[config.mk]
export PLATFORM = sky130hd
export DESIGN_NAME = intra_pred_top
export DESIGN_NICKNAME = d
export VERILOG_FILES = /design/src/intra_pkg.sv /design/src/intra_pred_top.sv /design/src/intra_pixel_calc.sv /design/src/intra_scan.sv /design/src/intra_dc_accum.sv /design/src/intra_req_ctrl.sv /design/src/intra_pipe_reg.sv
export VERILOG_INCLUDE_DIRS = /design/src
export SDC_FILE = /design/constraint.sdc
export NUM_CORES = 1
export LEC_CHECK = 0
export ABC_AREA = 1
export BUFFER_PORTS_ARGS = -buffer_cell sky130_fd_sc_hd__buf_4
export CELL_PAD_IN_SITES_DETAIL_PLACEMENT = 0
export CELL_PAD_IN_SITES_GLOBAL_PLACEMENT = 1
export CORE_MARGIN = 2
export CORE_UTILIZATION = 45
export CTS_CLUSTER_SIZE = 24
export DETAILED_ROUTE_END_ITERATION = 6
export GPL_TIMING_DRIVEN = 0
export PLACE_DENSITY_LB_ADDON = 0.1
export SETUP_SLACK_MARGIN = 0.02
export SLEW_MARGIN = 30
export SYNTH_ARGS = -nofsm -noshare
export SYNTH_HDL_FRONTEND = slang
export SYNTH_SLANG_ARGS = --single-unit
[constraint.sdc]
create_clock -name clk -period 21.8 [get_ports clk]
set_input_delay 4.36 -clock clk [delete_from_list [all_inputs] [get_ports clk]]
set_output_delay 4.36 -clock clk [all_outputs]
set_load 0.05 [all_outputs]
[src/intra_macros.svh]
/*
 * Global sizing for the intra predictor
 * Pixel bit depth, largest block side, mid-grey fill value
 */

`ifndef INTRA_MACROS_SVH
`define INTRA_MACROS_SVH

// Pixel width in bits
`define INTRA_BIT_DEPTH 10

// Largest block side, 8x8
`define INTRA_MAX_N 8

// Fill for unsupported modes
`define INTRA_MID_PIXEL 512

`endif
[src/intra_pkg.sv]
/*
 * Intra predictor types
 * Pixel, mode code, block size, request, scan position, output beat
 */

`include "intra_macros.svh"

package intra_pkg;

    typedef logic [`INTRA_BIT_DEPTH-1:0] pixel_t;

    // Codes 4..7 are unsupported and give a flat mid-grey block
    typedef enum logic [2:0] {
        MODE_DC    = 3'd0,
        MODE_V     = 3'd1,
        MODE_H     = 3'd2,
        MODE_PAETH = 3'd3
    } intra_mode_e;

    // log2 of the block side, 2 or 3
    typedef logic [1:0] blk_log2_t;

    typedef struct packed {
        intra_mode_e                   mode;
        blk_log2_t                     size_log2;
        pixel_t                        top_left;
        pixel_t [`INTRA_MAX_N-1:0]     ref_top;
        pixel_t [`INTRA_MAX_N-1:0]     ref_left;
    } intra_req_t;

    typedef struct packed {
        logic [$clog2(`INTRA_MAX_N)-1:0] row;
        logic [$clog2(`INTRA_MAX_N)-1:0] col;
        logic                            last;
    } scan_pos_t;

    typedef struct packed {
        pixel_t pixel;
        logic   last;
    } pix_beat_t;

endpackage

[src/intra_pred_top.sv]
/*
 * Intra prediction engine top level
 * Request control, DC accumulator, scan, two register slices, predictor
 */

`timescale 1ns/1ps

module intra_pred_top (
    input  logic                   clk,
    input  logic                   rst_n,
    input  logic                   req,
    input  intra_pkg::intra_req_t  req_data,
    output logic                   ack,
    output intra_pkg::pix_beat_t   out_beat,
    output logic                   out_valid,
    input  logic                   out_ready
);

    intra_pkg::intra_req_t  req_reg;
    intra_pkg::pixel_t      dc_value;
    intra_pkg::scan_pos_t   scan_pos;
    intra_pkg::scan_pos_t   slice_pos;
    intra_pkg::pix_beat_t   calc_beat;
    logic                   dc_start;
    logic                   dc_done;
    logic                   scan_start;
    logic                   scan_valid;
    logic                   scan_ready;
    logic                   slice_pos_valid;
    logic                   slice_pos_ready;
    logic                   last_accepted;

    assign last_accepted = out_valid && out_ready && out_beat.last;

    intra_req_ctrl req_ctrl_i (
        .clk           (clk),
        .rst_n         (rst_n),
        .req           (req),
        .req_data      (req_data),
        .ack           (ack),
        .req_reg       (req_reg),
        .dc_start      (dc_start),
        .dc_done       (dc_done),
        .scan_start    (scan_start),
        .last_accepted (last_accepted)
    );

    intra_dc_accum dc_accum_i (
        .clk      (clk),
        .rst_n    (rst_n),
        .start    (dc_start),
        .req_reg  (req_reg),
        .dc_value (dc_value),
        .done     (dc_done)
    );

    // Block end is taken from the output side, scan done stays local
    intra_scan scan_i (
        .clk       (clk),
        .rst_n     (rst_n),
        .start     (scan_start),
        .size_log2 (req_reg.size_log2),
        .pos       (scan_pos),
        .pos_valid (scan_valid),
        .pos_ready (scan_ready),
        .done      ()
    );

    intra_pipe_reg #(.payload_t(intra_pkg::scan_pos_t)) pos_slice_i (
        .clk       (clk),
        .rst_n     (rst_n),
        .in_data   (scan_pos),
        .in_valid  (scan_valid),
        .in_ready  (scan_ready),
        .out_data  (slice_pos),
        .out_valid (slice_pos_valid),
        .out_ready (slice_pos_ready)
    );

    intra_pixel_calc pixel_calc_i (
        .req_reg  (req_reg),
        .dc_value (dc_value),
        .pos      (slice_pos),
        .beat     (calc_beat)
    );

    intra_pipe_reg #(.payload_t(intra_pkg::pix_beat_t)) beat_slice_i (
        .clk       (clk),
        .rst_n     (rst_n),
        .in_data   (calc_beat),
        .in_valid  (slice_pos_valid),
        .in_ready  (slice_pos_ready),
        .out_data  (out_beat),
        .out_valid (out_valid),
        .out_ready (out_ready)
    );

endmodule

[src/intra_pixel_calc.sv]
/*
 * Per-pixel predictor
 * DC, vertical, horizontal, Paeth and mid-grey fill
 */

`timescale 1ns/1ps
`include "intra_macros.svh"

module intra_pixel_calc (
    input  intra_pkg::intra_req_t  req_reg,
    input  intra_pkg::pixel_t      dc_value,
    input  intra_pkg::scan_pos_t   pos,
    output intra_pkg::pix_beat_t   beat
);

    intra_pkg::pixel_t   top_px;
    intra_pkg::pixel_t   left_px;
    intra_pkg::pixel_t   paeth_px;
    logic signed [11:0]  base;
    logic [11:0]         d_left;
    logic [11:0]         d_top;
    logic [11:0]         d_tl;

    function automatic logic [11:0] abs12(input logic signed [11:0] v);
        if (v < 0) begin
            return -v;
        end
        return v;
    endfunction

    assign top_px  = req_reg.ref_top[pos.col];
    assign left_px = req_reg.ref_left[pos.row];

    // ========================================================================
    // Paeth, ties resolve left then top then top-left
    // ========================================================================
    always_comb begin
        base   = $signed({2'b00, top_px}) + $signed({2'b00, left_px})
               - $signed({2'b00, req_reg.top_left});
        d_left = abs12(base - $signed({2'b00, left_px}));
        d_top  = abs12(base - $signed({2'b00, top_px}));
        d_tl   = abs12(base - $signed({2'b00, req_reg.top_left}));
        if (d_left <= d_top && d_left <= d_tl) begin
            paeth_px = left_px;
        end else if (d_top <= d_tl) begin
            paeth_px = top_px;
        end else begin
            paeth_px = req_reg.top_left;
        end
    end

    always_comb begin
        beat.last = pos.last;
        case (req_reg.mode)
            intra_pkg::MODE_DC:    beat.pixel = dc_value;
            intra_pkg::MODE_V:     beat.pixel = top_px;
            intra_pkg::MODE_H:     beat.pixel = left_px;
            intra_pkg::MODE_PAETH: beat.pixel = paeth_px;
            default:               beat.pixel = intra_pkg::pixel_t'(`INTRA_MID_PIXEL);
        endcase
    end

endmodule

[src/intra_scan.sv]
/*
 * Row-major scan of an NxN block
 * Issues one position per accepted beat, last flag on the final one
 */

`timescale 1ns/1ps

module intra_scan (
    input  logic                  clk,
    input  logic                  rst_n,
    input  logic                  start,
    input  intra_pkg::blk_log2_t  size_log2,
    output intra_pkg::scan_pos_t  pos,
    output logic                  pos_valid,
    input  logic                  pos_ready,
    output logic                  done
);

    logic       active;
    logic [2:0] row;
    logic [2:0] col;
    logic [3:0] n;
    logic [3:0] n_m1;
    logic       fire;

    assign n    = 4'd1 << size_log2;
    assign n_m1 = n - 4'd1;

    assign pos.row   = row;
    assign pos.col   = col;
    assign pos.last  = (row == n_m1[2:0]) && (col == n_m1[2:0]);
    assign pos_valid = active;

    assign fire = active && pos_ready;
    assign done = fire && pos.last;

    always_ff @(posedge clk or negedge rst_n) begin
        if (!rst_n) begin
            active <= 1'b0;
            row    <= 3'd0;
            col    <= 3'd0;
        end else if (start) begin
            active <= 1'b1;
            row    <= 3'd0;
            col    <= 3'd0;
        end else if (fire) begin
            if (done) begin
                active <= 1'b0;
            end else if (col == n_m1[2:0]) begin
                col <= 3'd0;
                row <= row + 3'd1;
            end else begin
                col <= col + 3'd1;
            end
        end
    end

    a_col_in_block: assert property (@(posedge clk) disable iff (!rst_n)
        pos_valid |-> ({1'b0, pos.col} < n));

endmodule

[src/intra_dc_accum.sv]
/*
 * Serial DC accumulator
 * One top and one left neighbour per cycle, rounded shift at the end
 */

`timescale 1ns/1ps
`include "intra_macros.svh"

module intra_dc_accum (
    input  logic                   clk,
    input  logic                   rst_n,
    input  logic                   start,
    input  intra_pkg::intra_req_t  req_reg,
    output intra_pkg::pixel_t      dc_value,
    output logic                   done
);

    // Sum of 2N pixels plus rounding term
    localparam int SUM_W = `INTRA_BIT_DEPTH + $clog2(2 * `INTRA_MAX_N);

    logic             busy;
    logic [2:0]       idx;
    logic [2:0]       sel_idx;
    logic [3:0]       n;
    logic [3:0]       n_m1;
    logic [2:0]       shift_amt;
    logic             last_step;
    logic [SUM_W-1:0] sum;
    logic [SUM_W-1:0] sum_base;
    logic [SUM_W-1:0] sum_next;
    logic [SUM_W-1:0] rounded;

    assign n         = 4'd1 << req_reg.size_log2;
    assign n_m1      = n - 4'd1;
    assign shift_amt = {1'b0, req_reg.size_log2} + 3'd1;
    assign last_step = busy && (idx == n_m1[2:0]);

    // Start cycle adds entry 0 onto an empty sum
    always_comb begin
        sel_idx  = start ? 3'd0 : idx;
        sum_base = start ? '0 : sum;
        sum_next = sum_base + SUM_W'(req_reg.ref_top[sel_idx])
                            + SUM_W'(req_reg.ref_left[sel_idx]);
        rounded  = sum_next + SUM_W'(n);
    end

    always_ff @(posedge clk or negedge rst_n) begin
        if (!rst_n) begin
            busy <= 1'b0;
            idx  <= 3'd0;
            done <= 1'b0;
        end else begin
            done <= last_step;
            if (start) begin
                busy <= 1'b1;
                idx  <= 3'd1;
            end else if (busy) begin
                idx <= idx + 3'd1;
                if (last_step) begin
                    busy <= 1'b0;
                end
            end
        end
    end

    always_ff @(posedge clk) begin
        if (start || busy) begin
            sum <= sum_next;
        end
        if (last_step) begin
            dc_value <= intra_pkg::pixel_t'(rounded >> shift_amt);
        end
    end

endmodule

[src/intra_req_ctrl.sv]
/*
 * Four-phase req/ack front end
 * Request capture and block sequencing FSM (DC sum, scan, ack)
 */

`timescale 1ns/1ps

module intra_req_ctrl (
    input  logic                   clk,
    input  logic                   rst_n,
    input  logic                   req,
    input  intra_pkg::intra_req_t  req_data,
    output logic                   ack,
    output intra_pkg::intra_req_t  req_reg,
    output logic                   dc_start,
    input  logic                   dc_done,
    output logic                   scan_start,
    input  logic                   last_accepted
);

    typedef enum logic [2:0] {
        ST_IDLE,
        ST_DC,
        ST_SCAN,
        ST_ACK_HIGH,
        ST_WAIT_LOW
    } state_e;

    state_e state;

    // ========================================================================
    // Sequencing FSM
    // ========================================================================
    always_ff @(posedge clk or negedge rst_n) begin
        if (!rst_n) begin
            state      <= ST_IDLE;
            dc_start   <= 1'b0;
            scan_start <= 1'b0;
        end else begin
            dc_start   <= 1'b0;
            scan_start <= 1'b0;
            case (state)
                ST_IDLE: begin
                    if (req) begin
                        state    <= ST_DC;
                        dc_start <= 1'b1;
                    end
                end
                ST_DC: begin
                    if (dc_done) begin
                        state      <= ST_SCAN;
                        scan_start <= 1'b1;
                    end
                end
                ST_SCAN: begin
                    if (last_accepted) begin
                        state <= ST_ACK_HIGH;
                    end
                end
                ST_ACK_HIGH: begin
                    if (!req) begin
                        state <= ST_WAIT_LOW;
                    end
                end
                // Ack already low, next request is taken from idle
                ST_WAIT_LOW: state <= ST_IDLE;
                default:     state <= ST_IDLE;
            endcase
        end
    end

    // Request held for the whole block
    always_ff @(posedge clk) begin
        if (state == ST_IDLE && req) begin
            req_reg <= req_data;
        end
    end

    assign ack = (state == ST_ACK_HIGH);

    a_ack_needs_req: assert property (@(posedge clk) disable iff (!rst_n)
        $rose(ack) |-> req);

endmodule

[src/intra_pipe_reg.sv]
/*
 * Single-entry valid/ready register slice, payload given as a type
 */

`timescale 1ns/1ps

module intra_pipe_reg #(
    parameter type payload_t = logic
) (
    input  logic     clk,
    input  logic     rst_n,
    input  payload_t in_data,
    input  logic     in_valid,
    output logic     in_ready,
    output payload_t out_data,
    output logic     out_valid,
    input  logic     out_ready
);

    // Accept when empty or when the held item leaves this cycle
    assign in_ready = !out_valid || out_ready;

    always_ff @(posedge clk or negedge rst_n) begin
        if (!rst_n) begin
            out_valid <= 1'b0;
        end else if (in_ready) begin
            out_valid <= in_valid;
        end
    end

    always_ff @(posedge clk) begin
        if (in_ready && in_valid) begin
            out_data <= in_data;
        end
    end

    // Upstream keeps its beat while this slice is full
    a_hold_stable: assert property (@(posedge clk) disable iff (!rst_n)
        in_valid && !in_ready |=> in_valid && $stable(in_data));

endmodule

==> flow_summary.toml, run 1 <==
[run_status]
run_status = "finished, final reports clean"

[clock_network]
post_cts_setup_driven_buffer_insertion_count = 0
tritoncts.num_buffers = 27
cts-root-buf = "sky130_fd_sc_hd__clkbuf_16"
clk_pin_slew_worst_paths_ns = 0.06
cts.sinks = 236
cts_tree = "done"
htree_levels = 1
clock_tree.buffer_depth = 3
clk-insertion-delay-late_ns = 0.56
postCtsHoldBufs = 0
cells_resized_by_post_cts_repair = 0

[timing]
final.setup_skew_ns = 0.0107
setup_viol = 0
setup-tns-final_ns = 0
worst-slew-pin-transition_ns = 1.10
fmax_mhz = 106
finalCriticalPeriod_ns = 9.43
post_route_fraction_of_the_period_consumed_by_the_critical_path_pct = 43.3
rsz0062_at_grt = "no"
finalHoldViolCount = 0
slew-limit-headroom_pct = 26.0
slew_violations = 0

[critical_path]
crit_path_required_time_ns = 22.08
worst-path-max-fanout = 10
cp_slowest_cell = "sky130_fd_sc_hd__o41ai_1"
number_of_cells_on_the_worst_reg_to_reg_path = 42
crit_arrival_ns = 9.72
critical_path.max_stage_delay_ns = 0.69
setup.worst_path.start_class = "flip-flop"
crit_top_cell = "sky130_fd_sc_hd__nand2_1"
timing_worst_setup_path_type = "flip-flop to flip-flop"
worst_setup_path_end_kind = "flip-flop"

[yosys]
mappedNetlistNets = 2187
share_of_synthesized_area_occupied_by_flip_flops_and_latches_pct = 43.0
netlist_top_cells_count = "sky130_fd_sc_hd__nand2_1, sky130_fd_sc_hd__inv_1, sky130_fd_sc_hd__edfxtp_1"
synth_async_sr_flop_share_pct = 8.05
synth-edff-count = 217
netlist.top_cell.by_area = "sky130_fd_sc_hd__edfxtp_1"
synth_seq_cells = 236
synthCells = 1892
synth_ff_type = "sky130_fd_sc_hd__edfxtp_1"
synthesis.area_per_instance_um2 = 8.59
netlist_top_cells_area = "sky130_fd_sc_hd__edfxtp_1, sky130_fd_sc_hd__ha_1, sky130_fd_sc_hd__nand2_1"
synth.top_cell.area_share_pct = 40.1
synth.yosys.warnings = 0
synthesis.area_mm2 = 0.0162
post_synth_cell_types = 61
yosys.cell_count.top_type = "sky130_fd_sc_hd__nand2_1"

[worst_hold_path]
min_path_type = "flip-flop to flip-flop"
timing.hold.worst_path_depth = 0

[floorplanning]
die_height_um = 194
ioPinCount = 192
die_area_mm2 = 0.0376
die_x_um = 194
placeableCoreArea_mm2 = 0.0356
fp-row-count = 69
initial_core_util_pct = 45.7

[grt]
grt_antenna_before_repair = 0
globalRouteOverflowTotal = 0
global_route.usage.total_pct = 28.0
grt_max_degree = 20
first_global_vias = 14477
grt_first_pass_wirelength_um = 81700

[place]
gp_congestion = 0.902
placement.io_buffers = 191
hpwlAfterDp_um = 41500

[detailed_routing]
routed_wire_length_per_instance_um = 20.2
initialDrtViolationCount = 1499
dr.pass1.iters = 5
final_ant_viol_nets = 0
routed_wirelength_um = 52900
vias = 14599
remaining_drc_errors = 0
viasPerCell = 5.58

[finish]
n_fill_cell = 3290
antenna-diode-count = 0
nets = 2427
largest_register_ffs = 175
share_of_post_route_cells_with_drive_strength_above_1_pct = 16.3
area_delta_synth_final_pct = 19.3

[job]
timing.max_cap.violations = 0
[worst max-delay path, delay by kind of cell (launching register included)]
kind            cells  cell delay [ns]
simple gates       19             2.30
buf+inv            10             2.07
compound gates      7             2.03
fa+ha+maj           4             1.47
xor+xnor            2             0.74
flops               1             0.49
[worst paths after layout]
path / start / end / slack [ns]
max: pos_slice_i.out_data[1] / beat_slice_i.out_data[7] / 12.37
min: pos_slice_i.out_data[0] / beat_slice_i.out_data[0] / 0.43
max reg2reg: pos_slice_i.out_data[1] / beat_slice_i.out_data[7] / 12.37
min reg2reg: pos_slice_i.out_data[0] / beat_slice_i.out_data[0] / 0.43
max in group asynchronous: rst_n / dc_accum_i.idx[2] / 17.91
min in group asynchronous: rst_n / dc_accum_i.idx[0] / 3.67
[layout by cell type (no fill, tap or decap), types with 9 or more instances in the layout]
cell type | synthesis | routed
sky130_fd_sc_hd__nand2_1 | 325 | 325
sky130_fd_sc_hd__inv_1 | 258 | 258
sky130_fd_sc_hd__edfxtp_1 | 217 | 217
sky130_fd_sc_hd__buf_4 | 1 | 207
sky130_fd_sc_hd__o21ai_0 | 194 | 191
sky130_fd_sc_hd__nor2_1 | 150 | 150
sky130_fd_sc_hd__a21oi_1 | 136 | 135
sky130_fd_sc_hd__ha_1 | 99 | 99
sky130_fd_sc_hd__nand3_1 | 84 | 84
sky130_fd_sc_hd__clkbuf_1 | 53 | 57
sky130_fd_sc_hd__xor2_1 | 46 | 46
sky130_fd_sc_hd__o22ai_1 | 35 | 35
sky130_fd_sc_hd__xnor2_1 | 34 | 34
sky130_fd_sc_hd__clkbuf_16 | 0 | 27
sky130_fd_sc_hd__nand4_1 | 20 | 20
sky130_fd_sc_hd__dfrtp_1 | 19 | 19
sky130_fd_sc_hd__fa_1 | 17 | 17
sky130_fd_sc_hd__o221a_2 | 16 | 16
sky130_fd_sc_hd__a221oi_1 | 15 | 15
sky130_fd_sc_hd__nand2_2 | 13 | 13
sky130_fd_sc_hd__nor3_1 | 13 | 13
sky130_fd_sc_hd__o21ai_1 | 8 | 11
sky130_fd_sc_hd__inv_2 | 10 | 10
sky130_fd_sc_hd__o31ai_1 | 13 | 10
sky130_fd_sc_hd__nand3_2 | 9 | 9
sky130_fd_sc_hd__o21ai_2 | 9 | 9
[routing by layer]
layer  vias up  routed length, µm  part of all wire (%)  track usage, %
met5         -                  0                     0               0
met4         0               1850                   3.5            9.74
met3       108               4110                   7.8            4.00
met2       641              24200                    46            45.4
met1      6836              22800                    43            38.5
li1       7014                  -                     -               -
[layout make-up]
type                    instances  area, µm²  area share [%]
multi-input cells            1318       7980            41.2
repair buffers                211       1590            8.21
well taps                     461        577            2.98
clock buffers                  33        718            3.71
plain buffers                  64        277            1.43
flip-flops and latches        236       6990            36.1
clock inverters                17        209            1.08
inverters                     274       1030            5.33
[per-stage QoR]
| step | cells | util, % | area (µm²) | hold slack [ns] | setup WS, ns |
|---|---|---|---|---|---|
| after floorplan | 1892 | - | 16300 | 0.400 | 6.94 |
| after global placement | 2544 | 51.3 | 18300 | 0.408 | 2.97 |
| after detailed placement | 2564 | 51.9 | 18500 | 0.419 | 12.45 |
| after CTS | 2614 | 54.5 | 19400 | 0.434 | 12.40 |
| after global routing | 2614 | 54.5 | 19400 | 0.442 | 11.61 |
| final | 2614 | 54.5 | 19400 | 0.428 | 12.37 |
[cells by family (layout without fill, tap and decap cells)]
| group | count (synthesis) | in the layout | share of synthesized area [%] |
|---|---|---|---|
| flops | 236 | 236 | 43.0 |
| xor+xnor | 84 | 84 | 4.71 |
| buf+inv | 338 | 599 | 8.06 |
| fa+ha+maj | 116 | 116 | 9.72 |
| mux | 4 | 4 | 0.246 |
| simple gates | 644 | 644 | 17.3 |
| compound gates | 470 | 470 | 16.9 |
Power of run 1 is not shown: default switching activity piles up to over one toggle a cycle in this logic, so the estimate is an artifact.
==> run 2: changes to the inputs <==
--- a/config.mk
+++ b/config.mk
@@ -6,12 +6,12 @@
 export SDC_FILE = /design/constraint.sdc
 export NUM_CORES = 1
 export LEC_CHECK = 0
-export ABC_AREA = 1
+export ABC_AREA = 0
 export BUFFER_PORTS_ARGS = -buffer_cell sky130_fd_sc_hd__buf_4
 export CELL_PAD_IN_SITES_DETAIL_PLACEMENT = 0
 export CELL_PAD_IN_SITES_GLOBAL_PLACEMENT = 1
 export CORE_MARGIN = 2
-export CORE_UTILIZATION = 45
+export CORE_UTILIZATION = 44
 export CTS_CLUSTER_SIZE = 24
 export DETAILED_ROUTE_END_ITERATION = 6
 export GPL_TIMING_DRIVEN = 0
==> constraint.sdc (replaced) <==
create_clock -name clk -period 7.65 [get_ports clk]
set_input_delay 1.53 -clock clk [delete_from_list [all_inputs] [get_ports clk]]
set_output_delay 1.53 -clock clk [all_outputs]
set_load 0.05 [all_outputs]
==> flow_summary.toml, run 2 <==
[run_status]
run_status = "complete, but fails checks"
violated_checks = "negative setup slack"

[critical_path]
crit_path_required_time_ns = 7.91
critical_path.reg2reg.startpoint = "pos_slice_i.out_data[1]"
worst_setup_path_end_kind = "flip-flop"
worst-path-max-fanout = 9
critical_path.max_stage_delay_ns = 0.52
setup.worst_path.start_class = "flip-flop"
rr_endpoint = "beat_slice_i.out_data[6]"
number_of_cells_on_the_worst_reg_to_reg_path = 41
crit_top_cell = "sky130_fd_sc_hd__a21o_1"
worstSetupStartpoint = "pos_slice_i.out_data[1]"
cp_slowest_cell = "sky130_fd_sc_hd__mux4_2"
setup.reg_to_reg.worst_slack_ns = -0.91
timing_worst_setup_path_type = "flip-flop to flip-flop"
setup.worst_path.end = "beat_slice_i.out_data[6]"
crit_arrival_ns = 8.82

[place]
gp_congestion = 0.848
hpwlAfterDp_um = 34300
placedInstanceArea_mm2 = 0.0180
placement.io_buffers = 191
placedCellCount = 1921

[grt]
first_global_vias = 11741
globalRouteOverflowTotal = 0
grt_antenna_before_repair = 1
global_route.usage.total_pct = 24.2
grt_first_pass_wirelength_um = 67100
grt_max_degree = 20

[yosys]
share_of_synthesized_area_occupied_by_flip_flops_and_latches_pct = 44.6
synthCells = 1256
post_synth_cell_types = 81
synth-adder-area-share_pct = 10.1
complex_gate_fraction_of_the_synthesized_area_pct = 11.5
synth_seq_cells = 236
netlist_top_cells_count = "sky130_fd_sc_hd__edfxtp_1, sky130_fd_sc_hd__ha_1, sky130_fd_sc_hd__inv_1"
synthesis.area_mm2 = 0.0157
synth.yosys.warnings = 0
synth-edff-count = 217
synthesis.area_per_instance_um2 = 12.5
mappedNetlistNets = 1551
netlist.top_cell.by_area = "sky130_fd_sc_hd__edfxtp_1"
synth_top_family_by_area = "multiplexers"
yosys.cell_count.top_type = "sky130_fd_sc_hd__edfxtp_1"
yosys-mux-area-fraction_pct = 16.3
synth_ff_type = "sky130_fd_sc_hd__edfxtp_1"
synth_async_sr_flop_share_pct = 8.05
netlist_top_cells_area = "sky130_fd_sc_hd__edfxtp_1, sky130_fd_sc_hd__mux4_2, sky130_fd_sc_hd__ha_1"
synth_simple_gate_area_share_pct = 9.50
post_synth_xor_xnor_area_pct = 4.92
synth.top_cell.area_share_pct = 41.6

[timing]
fmax_mhz = 117
setup_viol = 10
worst-slew-pin-transition_ns = 1.02
post_route_fraction_of_the_period_consumed_by_the_critical_path_pct = 112
finalHoldViolCount = 0
slew_violations = 0
slew-limit-headroom_pct = 30.3
hold_slack_ns = 0.430
fin_ws_ns = -0.909
final.setup_skew_ns = 0.0157
rsz0062_at_grt = "yes"
finalCriticalPeriod_ns = 8.56

[floorplanning]
fp-row-count = 69
die_x_um = 193
initial_core_util_pct = 44.4
ioPinCount = 192
die_area_mm2 = 0.0372
die_height_um = 193
placeableCoreArea_mm2 = 0.0353

[finish]
highest_count_cells_in_the_layout_ignoring_fill_and_taps = "sky130_fd_sc_hd__buf_4, sky130_fd_sc_hd__edfxtp_1, sky130_fd_sc_hd__inv_1"
area_delta_synth_final_pct = 31.3
finalCoreUtilization_pct = 58.3
share_of_post_route_cells_with_drive_strength_above_1_pct = 36.1
layout.cells.non_filler = 2081
nets = 1894
finalInstanceArea_mm2 = 0.0206
mostFrequentLayoutCell = "sky130_fd_sc_hd__buf_4"
largest_register_ffs = 175

[clock_network]
tritoncts.num_buffers = 26
cts-root-buf = "sky130_fd_sc_hd__clkbuf_16"
htree_levels = 1
clk-insertion-delay-late_ns = 0.53
clock_tree.buffer_depth = 3
clk_pin_slew_worst_paths_ns = 0.06
cts_tree = "done"
postCtsHoldBufs = 0
cts.sinks = 236

[detailed_routing]
dr.pass1.iters = 5
remaining_drc_errors = 0
routed_wire_length_per_instance_um = 21.7
vias = 11597
final_ant_viol_nets = 0
routed_wirelength_um = 45200
initialDrtViolationCount = 554
viasPerCell = 5.57

[worst_hold_path]
min_path_type = "flip-flop to flip-flop"
timing.hold.worst.start = "pos_slice_i.out_data[0]"

[job]
timing.max_cap.violations = 0
==> run 2: how the worst min path moves through the flow <==
stage               slack (ns)  cells after the start                       end
global placement          0.42                      0  beat_slice_i.out_data[0]
detailed placement        0.42                      0  beat_slice_i.out_data[0]
finish                    0.43                      0  beat_slice_i.out_data[0]
CTS                       0.43                      0  beat_slice_i.out_data[0]
floorplan                 0.40                      0  beat_slice_i.out_data[0]
global route              0.45                      0  beat_slice_i.out_data[0]
==> run 2: area by class of cell <==
| cell class | instances | area (µm²) |
|---|---|---|
| fill | 2907 | 14700 |
| sequential | 236 | 6990 |
| clock inverter | 8 | 87.6 |
| timing repair buffer | 317 | 2520 |
| antenna | 1 | 2.50 |
| clock buffer | 40 | 754 |
| inverter | 91 | 344 |
| tap | 461 | 577 |
| multi-input combinational | 892 | 9040 |
| buffer | 35 | 268 |
==> run 2: kinds of logic (layout without fill, tap and decap cells) <==
| kind of cell | count (synthesis) | in the layout |
|---|---|---|
| flops | 236 | 236 |
| fa+ha+maj | 116 | 116 |
| simple gates | 277 | 277 |
| other cells | 0 | 1 |
| mux | 151 | 151 |
| buf+inv | 128 | 491 |
| xor+xnor | 88 | 88 |
| compound gates | 260 | 260 |
==> run 2: worst max-delay path: cells and delay by family, from the launching register on <==
| family | cells | cell delay [ns] |
|---|---|---|
| multiplexers | 4 | 1.11 |
| XOR/XNOR | 3 | 0.69 |
| AO/OA/AOI/OAI | 18 | 2.99 |
| adder cells (fa/ha/maj) | 4 | 1.23 |
| flip-flops | 1 | 0.41 |
| AND/OR/NAND/NOR | 5 | 0.84 |
| buffers and inverters | 7 | 0.99 |
==> run 2: metal layers <==
| metal | wire [µm] | vias to the layer above | GRT usage [%] | share of wire [%] |
|---|---|---|---|---|
| met4 | 2040 | 0 | 9.89 | 4.5 |
| met3 | 1920 | 81 | 3.27 | 4.2 |
| li1 | - | 5551 | - | - |
| met1 | 19200 | 5656 | 31.2 | 43 |
| met5 | 0 | - | 0 | 0 |
| met2 | 22000 | 309 | 41.3 | 49 |
==> run 2: timing repair <==
item,in CTS,in global routing
pin swaps,67,58
endpoints found under the setup margin,10,10
hold endpoints to repair,0,0
resized for setup,111,50
gates cloned,1,0
setup buffers,76,36
==> run 2: through the flow <==
| stage | setup TNS [ns] | setup slack [ns] |
|---|---|---|
| floorplan | -2.50 | -0.279 |
| global placement | -75.80 | -2.65 |
| detailed placement | -25.99 | -2.65 |
| CTS | -8.60 | -0.893 |
| global route | -12.08 | -1.24 |
| finish | -8.77 | -0.909 |
Power of run 2 is left out for the same reason.
==> run 3: changes to the inputs <==
--- a/config.mk
+++ b/config.mk
@@ -6,12 +6,12 @@
 export SDC_FILE = /design/constraint.sdc
 export NUM_CORES = 1
 export LEC_CHECK = 0
-export ABC_AREA = 0
+export ABC_AREA = 1
 export BUFFER_PORTS_ARGS = -buffer_cell sky130_fd_sc_hd__buf_4
 export CELL_PAD_IN_SITES_DETAIL_PLACEMENT = 0
 export CELL_PAD_IN_SITES_GLOBAL_PLACEMENT = 1
 export CORE_MARGIN = 2
-export CORE_UTILIZATION = 44
+export CORE_UTILIZATION = 41
 export CTS_CLUSTER_SIZE = 24
 export DETAILED_ROUTE_END_ITERATION = 6
 export GPL_TIMING_DRIVEN = 0
==> flow_summary.toml, run 3 (synthesis gave the netlist of run 1 again) <==
[place]
place_worst_setup_slack_ns = -1.96
placedInstanceArea_mm2 = 0.0186
placement.io_buffers = 191
hpwlAfterDp_um = 42700
gp_congestion = 0.913

[timing]
setup_viol = 0
rsz0062_at_grt = "yes"
worst-slew-pin-transition_ns = 1.01
final.setup_skew_ns = 0.0116
fin_ws_ns = 0.324
setup-tns-final_ns = 0
slew-limit-headroom_pct = 32.2
fmax_mhz = 136
post_route_fraction_of_the_period_consumed_by_the_critical_path_pct = 95.8
slew_violations = 0
finalHoldViolCount = 0
finalCriticalPeriod_ns = 7.33

[finish]
finalInstanceArea_mm2 = 0.0205
mostFrequentLayoutCell = "sky130_fd_sc_hd__nand2_1"
share_of_post_route_cells_with_drive_strength_above_1_pct = 23.6
largest_register_ffs = 175
area_delta_synth_final_pct = 26.3
highest_count_cells_in_the_layout_ignoring_fill_and_taps = "sky130_fd_sc_hd__nand2_1, sky130_fd_sc_hd__inv_1, sky130_fd_sc_hd__buf_4"
antenna-diode-count = 0
nets = 2474

[detailed_routing]
initialDrtViolationCount = 1215
dr.pass1.iters = 6
final_ant_viol_nets = 0
remaining_drc_errors = 0
vias = 14764
routed_wirelength_um = 55500
routed_wire_length_per_instance_um = 20.4
viasPerCell = 5.43

[grt]
global_route.usage.total_pct = 26.6
first_global_vias = 14616
grt_max_degree = 20
grt_first_pass_wirelength_um = 83700
globalRouteOverflowTotal = 0
grt_antenna_before_repair = 0

[floorplanning]
initial_core_util_pct = 41.7
die_x_um = 203
die_height_um = 203
ioPinCount = 192
die_area_mm2 = 0.0412
placeableCoreArea_mm2 = 0.0389
fp-row-count = 72

[clock_network]
clk_pin_slew_worst_paths_ns = 0.06
cts-root-buf = "sky130_fd_sc_hd__clkbuf_16"
clk-insertion-delay-late_ns = 0.56
htree_levels = 1
cts.sinks = 236
tritoncts.num_buffers = 27
cts_tree = "done"
clock_tree.buffer_depth = 3

[critical_path]
cp_slowest_cell = "sky130_fd_sc_hd__edfxtp_1"
worst_setup_path_end_kind = "flip-flop"
crit_path_required_time_ns = 7.95
setup.worst_path.start_class = "flip-flop"
timing_worst_setup_path_type = "flip-flop to flip-flop"
critical_path.max_stage_delay_ns = 0.53
crit_arrival_ns = 7.63
worst-path-max-fanout = 10
crit_top_cell = "sky130_fd_sc_hd__buf_4"

[run_status]
run_status = "finished, final reports clean"

[job]
timing.max_cap.violations = 0

[worst_hold_path]
min_path_type = "flip-flop to flip-flop"
run 3: what timing repair did:
| item | in CTS | in global routing |
|---|---|---|
| hold buffers | 0 | 0 |
| cloned | 1 | 1 |
| pin swaps | 11 | 40 |
| buffers inserted | 14 | 32 |
| setup endpoints to repair | 10 | 10 |
| gates resized for setup | 73 | 137 |
run 3: layout make-up:
| cell class | count | area, µm² |
|---|---|---|
| buffer | 63 | 355 |
| clock buffer | 31 | 691 |
| clock inverter | 18 | 154 |
| fill | 3649 | 18400 |
| inverter | 274 | 1050 |
| multi-input combinational | 1318 | 8640 |
| sequential | 236 | 6990 |
| tap | 518 | 648 |
| timing repair buffer | 259 | 1990 |
run 3: critical path, delay by kind of cell (launching register included):
family	cells	cell delay, ns
buffers and inverters	9	1.42
and+or+nand+nor	11	1.48
AOI/OAI and AO/OA	9	1.45
adders and majority gates	4	1.47
DFF	1	0.53
xor gates and xnor gates	3	0.66
run 3: metal layers:
metal	up-vias	track usage, %	routed length, µm
met5	-	0	0
met2	551	44.8	25700
li1	7096	-	-
met4	0	6.57	1430
met3	89	3.66	3820
met1	7028	36.2	24600
run 3: metrics by stage:
stage	util (%)	std cells	hold slack [ns]
4_1_cts	50.8	2684	0.443
3_3_place_gp	47.2	2601	0.405
6_report	52.7	2717	0.434
3_5_place_dp	47.7	2621	0.429
2_1_floorplan	-	1892	0.400
5_1_grt	52.7	2717	0.452
run 3: path summary, 6_finish.rpt:
check | start | to | slack (ns) | cells past startpoint
max | pos_slice_i.out_data[4] | beat_slice_i.out_data[4] | 0.32 | 36
min | pos_slice_i.out_data[0] | beat_slice_i.out_data[0] | 0.43 | 0
max reg2reg | pos_slice_i.out_data[4] | beat_slice_i.out_data[4] | 0.32 | 36
min reg2reg | pos_slice_i.out_data[0] | beat_slice_i.out_data[0] | 0.43 | 0
max in group asynchronous | rst_n | dc_accum_i.idx[0] | 6.58 | 1
min in group asynchronous | rst_n | req_ctrl_i.state[2] | 0.85 | 1
Power of run 3 is left out for the same reason.
